$ cat config.mk
export PLATFORM = sky130hd
export DESIGN_NAME = pcUnit
export DESIGN_NICKNAME = d
export VERILOG_FILES = /design/src/cpuPkg.sv /design/src/pcUnit.sv /design/src/pcControl.sv /design/src/condEval.sv /design/src/branchDecode.sv
export SDC_FILE = /design/constraint.sdc
export NUM_CORES = 1
export LEC_CHECK = 0
export BUFFER_PORTS_ARGS = -buffer_cell sky130_fd_sc_hd__buf_2
export CAP_MARGIN = 20
export CORE_MARGIN = 5
export CORE_UTILIZATION = 45
export CTS_BUF_LIST = sky130_fd_sc_hd__clkbuf_8 sky130_fd_sc_hd__clkbuf_16
export DETAILED_ROUTE_END_ITERATION = 12
export PLACE_DENSITY = 0.81
export SYNTH_ARGS = -nofsm -noshare
export SYNTH_HDL_FRONTEND = slang
export SYNTH_SLANG_ARGS = --single-unit
$ cat constraint.sdc
create_clock -name clk -period 7.3 [get_ports clk]
set_input_delay 2.19 -clock clk [delete_from_list [all_inputs] [get_ports clk]]
set_output_delay 2.19 -clock clk [all_outputs]
set_load 0.02 [all_outputs]
$ cat src/cpuPkg.sv
package cpuPkg;

  //////////////////////////////////////////////////
  // Datapath widths
  //////////////////////////////////////////////////

  localparam int AddrWidth = 16;  // PC and register read data
  localparam int FlagWidth = 3;   // Z V N flag vector

  // Flag bit positions within the flag vector
  localparam int FlagZ = 2;       // Zero
  localparam int FlagV = 1;       // Overflow
  localparam int FlagN = 0;       // Negative

  //////////////////////////////////////////////////
  // Opcodes
  //////////////////////////////////////////////////

  localparam logic [3:0] OpB  = 4'b1100;  // Conditional branch with 9-bit offset
  localparam logic [3:0] OpBr = 4'b1101;  // Conditional branch to register

  //////////////////////////////////////////////////
  // Branch condition codes
  //////////////////////////////////////////////////

  localparam logic [2:0] CondNe = 3'b000;  // Not equal
  localparam logic [2:0] CondEq = 3'b001;  // Equal
  localparam logic [2:0] CondGt = 3'b010;  // Greater than
  localparam logic [2:0] CondLt = 3'b011;  // Less than
  localparam logic [2:0] CondGe = 3'b100;  // Greater or equal
  localparam logic [2:0] CondLe = 3'b101;  // Less or equal
  localparam logic [2:0] CondOv = 3'b110;  // Overflow set
  localparam logic [2:0] CondAl = 3'b111;  // Always

  //////////////////////////////////////////////////
  // Instruction word
  //////////////////////////////////////////////////

  // Same 16 bits seen as the B format or the BR format
  // Opcode and condition sit in the same place in both
  typedef union packed {
    logic [15:0] raw;            // Whole fetched word

    struct packed {
      logic [3:0] opcode;        // [15:12]
      logic [2:0] cond;          // [11:9]
      logic [8:0] offset;        // [8:0] signed word offset
    } bFmt;

    struct packed {
      logic [3:0] opcode;        // [15:12]
      logic [2:0] cond;          // [11:9]
      logic       spare;         // [8] unused
      logic [3:0] rs;            // [7:4] source register
      logic [3:0] pad;           // [3:0] unused
    } brFmt;
  } instr_u;

  // Target of a taken B is PC+2 plus offset times two
  // Target of a taken BR is the register value itself

endpackage
$ cat src/pcUnit.sv
`timescale 1ns/100ps
`default_nettype none

module pcUnit (
  input  logic                         clk,
  input  logic                         rst,        // Sync, active high
  input  cpuPkg::instr_u               instr,      // Instruction at pc
  input  logic                         stall,      // Hold pc
  input  logic [cpuPkg::AddrWidth-1:0] rsData,     // Register file read data
  input  logic [cpuPkg::FlagWidth-1:0] flagsIn,    // ALU flags
  input  logic                         flagWrite,  // Flag load strobe
  output logic [cpuPkg::AddrWidth-1:0] pc,
  output logic [3:0]                   rsAddr,     // Register file read address
  output logic                         taken       // Current branch goes
);

  import cpuPkg::*;

  //////////////////////////////////////////////////
  // Internal nets
  //////////////////////////////////////////////////

  logic       isBranch;  // Decode to condEval
  logic       isBr;      // Decode to pcControl
  logic [2:0] cond;      // Decode to condEval
  logic [8:0] offset;    // Decode to pcControl

  // Decode stage
  branchDecode uDecode (
    .clk      (clk),
    .instr    (instr),
    .isBranch (isBranch),
    .isBr     (isBr),
    .cond     (cond),
    .offset   (offset),
    .rsAddr   (rsAddr)
  );

  // Execute stage, flags and condition test
  condEval uCond (
    .clk       (clk),
    .rst       (rst),
    .flagsIn   (flagsIn),
    .flagWrite (flagWrite),
    .isBranch  (isBranch),
    .cond      (cond),
    .taken     (taken)
  );

  // Result stage, PC register and target select
  pcControl uPc (
    .clk    (clk),
    .rst    (rst),
    .stall  (stall),
    .taken  (taken),
    .isBr   (isBr),
    .offset (offset),
    .rsData (rsData),
    .pc     (pc)
  );

endmodule

`default_nettype wire

$ cat src/pcControl.sv
`timescale 1ns/100ps
`default_nettype none

module pcControl (
  input  logic                         clk,
  input  logic                         rst,     // Sync, active high
  input  logic                         stall,   // Hold pc while high
  input  logic                         taken,   // From condEval
  input  logic                         isBr,    // Register target
  input  logic [8:0]                   offset,  // Signed word offset
  input  logic [cpuPkg::AddrWidth-1:0] rsData,  // Register target value
  output logic [cpuPkg::AddrWidth-1:0] pc
);

  import cpuPkg::*;

  logic [AddrWidth-1:0] pcPlus2;    // Sequential address
  logic [AddrWidth-1:0] offsetExt;  // Sign-extended byte offset
  logic [AddrWidth-1:0] target;     // B destination
  logic [AddrWidth-1:0] pcNext;     // Selected next address

  //////////////////////////////////////////////////
  // Address adders
  //////////////////////////////////////////////////

  // Fall-through address, wraps FFFE to 0000
  assign pcPlus2 = pc + AddrWidth'(2);

  // Word offset to byte offset
  // Sign bit 8 replicated into the top six bits, then shift by one
  assign offsetExt = {{(AddrWidth - 10){offset[8]}}, offset, 1'b0};

  // Relative to the following instruction, modulo 2^16
  assign target = pcPlus2 + offsetExt;

  //////////////////////////////////////////////////
  // Next-PC select
  //////////////////////////////////////////////////

  // Taken decision already includes the condition test
  always_comb begin
    if (taken && isBr) begin
      pcNext = rsData;      // BR to register value
    end else if (taken) begin
      pcNext = target;      // B relative
    end else begin
      pcNext = pcPlus2;     // Not a branch or not taken
    end
  end

  //////////////////////////////////////////////////
  // PC register
  //////////////////////////////////////////////////

  always_ff @(posedge clk) begin
    if (rst) begin
      pc <= '0;             // Start of program
    end else if (!stall) begin
      pc <= pcNext;
    end
  end

  // Reset vector
  aPcReset : assert property (
    @(posedge clk) rst |=> (pc == '0)
  ) else $error("pc not zero after reset");

  // Stall freezes the fetch address across the edge
  aPcStall : assert property (
    @(posedge clk) disable iff (rst) stall |=> $stable(pc)
  ) else $error("pc moved during stall");

endmodule

`default_nettype wire

$ cat src/condEval.sv
`timescale 1ns/100ps
`default_nettype none

module condEval (
  input  logic                         clk,
  input  logic                         rst,        // Sync, active high
  input  logic [cpuPkg::FlagWidth-1:0] flagsIn,    // From the ALU
  input  logic                         flagWrite,  // One-cycle load strobe
  input  logic                         isBranch,   // From branchDecode
  input  logic [2:0]                   cond,       // From branchDecode
  output logic                         taken       // Branch goes this cycle
);

  import cpuPkg::*;

  logic [FlagWidth-1:0] flags;    // Z V N register
  logic                 condMet;  // Condition true against current flags
  logic                 flagZ;
  logic                 flagV;
  logic                 flagN;

  //////////////////////////////////////////////////
  // Flag register
  //////////////////////////////////////////////////

  // Loads at the edge, so a branch in the write cycle sees old flags
  // No stall input here, flag writes go through during a stall
  always_ff @(posedge clk) begin
    if (rst) begin
      flags <= '0;
    end else if (flagWrite) begin
      flags <= flagsIn;
    end
  end

  assign flagZ = flags[FlagZ];
  assign flagV = flags[FlagV];
  assign flagN = flags[FlagN];

  //////////////////////////////////////////////////
  // Condition test
  //////////////////////////////////////////////////

  always_comb begin
    condMet = 1'b0;  // All eight codes covered below
    case (cond)
      CondNe: condMet = ~flagZ;                      // Z = 0
      CondEq: condMet = flagZ;                       // Z = 1
      CondGt: condMet = ~flagZ & ~flagN;             // Z = N = 0
      CondLt: condMet = flagN;                       // N = 1
      CondGe: condMet = flagZ | (~flagZ & ~flagN);   // Eq or Gt
      CondLe: condMet = flagZ | flagN;               // Eq or Lt
      CondOv: condMet = flagV;                       // V = 1
      CondAl: condMet = 1'b1;                        // Unconditional
      default: condMet = 1'b0;
    endcase
  end

  // Only a decoded branch can be taken
  assign taken = isBranch & condMet;

  // Flags come only from reset or a loaded ALU value
  aFlagsKnown : assert property (
    @(posedge clk) disable iff (rst) !$isunknown(flags)
  ) else $error("Flag register holds unknown bits");

endmodule

`default_nettype wire

$ cat src/branchDecode.sv
`timescale 1ns/100ps
`default_nettype none

module branchDecode (
  input  logic           clk,       // Only used by the assertion
  input  cpuPkg::instr_u instr,     // Word fetched at the current PC
  output logic           isBranch,  // B or BR
  output logic           isBr,      // BR only
  output logic [2:0]     cond,      // Condition code field
  output logic [8:0]     offset,    // B offset field
  output logic [3:0]     rsAddr     // BR source register
);

  import cpuPkg::*;

  //////////////////////////////////////////////////
  // Opcode decode
  //////////////////////////////////////////////////

  logic [3:0] opcode;   // Top nibble, same in both formats
  logic       opIsB;    // Plain conditional branch
  logic       opIsBr;   // Register branch

  assign opcode = instr.bFmt.opcode;

  // Two compares against the branch opcodes
  assign opIsB  = (opcode == OpB);
  assign opIsBr = (opcode == OpBr);

  // Any branch form
  assign isBranch = opIsB | opIsBr;

  // Register target select for pcControl
  assign isBr = opIsBr;

  //////////////////////////////////////////////////
  // Field extraction
  //////////////////////////////////////////////////

  // Condition lives in [11:9] for both formats
  assign cond = instr.bFmt.cond;

  // Offset is only meaningful for B
  // pcControl does not select the relative target for BR
  assign offset = instr.bFmt.offset;

  // Register address comes from the BR view of the same word
  // Still driven for B so the register file read is harmless
  assign rsAddr = instr.brFmt.rs;

  //////////////////////////////////////////////////
  // Checks
  //////////////////////////////////////////////////

  // A register branch is always a branch
  // condEval gates on isBranch and pcControl selects on isBr
  // so a BR without isBranch would never be taken and fall through to PC+2
  aIsBrIsBranch : assert property (
    @(posedge clk) isBr |-> isBranch
  ) else $error("isBr raised without isBranch");

endmodule

`default_nettype wire

==> results.tsv <==
metric	value	unit
most common library cells after synthesis	nand2_1 (27), a21oi_1 (26), dfxtp_1 (19), ha_1 (19)	
Mapped Nets	312	
cts repair resizes	0	
GPL Wtd Cong	0.901	
DP Wirelength	4360	um
hold_buf cts	0	
CTS Buffer Depth	2	
CP arrival	3520	ps
Congestion Overflow GR	0	
Initial DRT Pass Iterations	4	
synth top area cells	dfxtp_1 (19%), ha_1 (12%), xnor2_1 (6.6%), a21oi_1 (6.6%), nand2_1 (5.1%)	
Worst Max-Slew Pin Slew	460	ps
post-synthesis sequential area ratio	0.192	
Max FO, Critical Path	17	
Core ar.	0.00432	mm2
clk sink count	19	
clk_skew	4.09	ps
Root Buffer Master	clkbuf_8	
endpoints failing hold	0	
Crit path largest cell delay	290	ps
Min-Delay Path Class	reg -> reg	
CTS Buf Count	3	
unrepaired setup endpoints after global routing	no	
I/O Buffers	59	
fraction of registers with async set/reset	0	
Setup violations, final	0	
Ys Warns	0	
post-synth top area cell	dfxtp_1	
period utilization	0.782	
most common cell in the netlist	nand2_1	
clk slew on worst S/H paths	70	ps
share of cells above drive strength 1	0.240	
I/O pins	60	
GRT Util Overall	0.185	
Antenna Nets Post-Route	0	
hold_ws	514	ps
status	completed	
Startpoint Class	input pin	
Synth top area share	0.192	
Mapped Cells	253	
mapped cell area	0.00199	mm2
Pwr Total	296	uW
crit end category	output pin	
Initial Util	0.459	
# nets final	364	
# DRC	0	
Final min period	5710	ps
post-place setup slack	1610	ps
PwrDens	128	mW/mm2
cell mode on critical path	buf_2	
Yosys cell types	49	
Final Max Tran Viols	0	
CP top delay family	buffers and inverters	
first-pass GRT wire length	9260	um
max_slew headroom	0.692	
CTS tree	yes	
Setup Buffers After CTS	0	
DIE AREA	0.00584	mm2
WL final	5480	um
wire length per cell	15.4	um
Diodes inserted	0	
Synth Flop Type	dfxtp_1	
Worst VDD drop	0.0817	mV
Vias	2077	
# rows	24	
initial antenna violation count	0	
Post-Syn Area per Cell	7.85	um2
P_leak	0.00105	uW
WP data required	5110	ps
Die Height	76.4	um
vias in the first global route	2043	
DR vias/cell	5.83	
die width	76.4	um
largest net degree at the start of global routing	22	
crit path buf inv count	3	
area added between synthesis and finish	16.9	%
slowest stage cell, crit path	a211oi_1	
Max Clock Freq	175	MHz
Post-synth EDFFs	0	
worst skew pair latency	260	ps
Fill cells	405	
register bit count reported by yosys	19	
1st-iter DRT viols	141	
Setup CP Type	in -> out	
post-route setup slack	1590	ps
setup TNS	0	ps
Max Cap Viol	0	
H-tree lvl count	1	
critical-path cell list	buf_2 -> a211oi_1 -> a211oi_2 -> nor2_2 -> nand2_4 -> inv_4 -> buf_2	
==> where the power goes <==
part	switching [uW]	total (uW)	internal [uW]
registers	7.64	116	109
clock network	37.8	75.4	37.5
logic	60.4	104	44.1
total	106	296	190
==> cell families (layout without fill, tap and decap cells) <==
logic type,Yosys count,after routing,synth area share
adders and majority gates,20,20,0.130
DFF,19,19,0.192
buffers and inverters,22,73,0.0554
AOI/OAI and AO/OA,73,73,0.247
and+or+nand+nor,85,85,0.219
muxes,8,8,0.0428
xor gates and xnor gates,26,26,0.115
==> through the flow <==
step                      cells  utilization  instance area (um2)
after floorplan             253            -                 1990
after global placement      352        0.526                 2280
after detailed placement    352        0.526                 2280
after CTS                   356        0.537                 2320
after global routing        356        0.537                 2320
final                       356        0.537                 2320
==> final timing paths <==
check,start,endpoint,slack (ps),cells past startpoint
max reg2reg,uPc.pc[1],uPc.pc[15],4170,12
min,uPc.pc[0],uPc.pc[0],510,2
min reg2reg,uPc.pc[0],uPc.pc[0],510,2
max,instr[10],taken,1590,7
==> sequential cells by signal, summed over array words and instances (netlist names) <==
| signal | cells |
|---|---|
| uCond.flags | 3 |
| uPc.pc | 16 |
==> layout by cell type, fill, tap and decap left out, types with 3 or more instances in the layout <==
cell and instances:
mux2i_1 7, xor2_1 11, a21o_1 3, dfxtp_1 19
nor2_1 15, ha_1 19, nand4_1 7, buf_2 59
nand2b_1 4, o21ai_0 12, a211oi_2 3, inv_1 10
o31ai_1 3, nand3_1 10, nor3_1 6, o221ai_1 3
a21oi_1 26, nand2_1 27, nand3b_1 4, clkbuf_8 3
a211oi_1 7, xnor2_1 15
==> final cells by class <==
class / instances / area, um2 / area share
tap: 52 / 65.1 / 0.0280
inverter: 10 / 40.0 / 0.0173
clock inverter: 1 / 3.75 / 0.00162
timing repair buffer: 59 / 295 / 0.127
sequential: 19 / 380 / 0.164
clock buffer: 3 / 41.3 / 0.0178
multi-input combinational: 212 / 1500 / 0.644
==> tightest hold or removal path: cells and delay by family (launching register included) <==
family | cells | cell delay (ps)
flops | 1 | 340
mux | 1 | 70
simple gates | 1 | 70
==> routing by layer <==
layer | routed length (um) | GRT usage | up-vias
li1 | - | - | 1032
met1 | 2340 | 0.229 | 963
met2 | 2700 | 0.334 | 73
met3 | 351 | 0.0260 | 9
met4 | 86 | 0.0472 | 0
met5 | 0 | 0 | -
No activity file was read; power rests on OpenSTA's default activity.
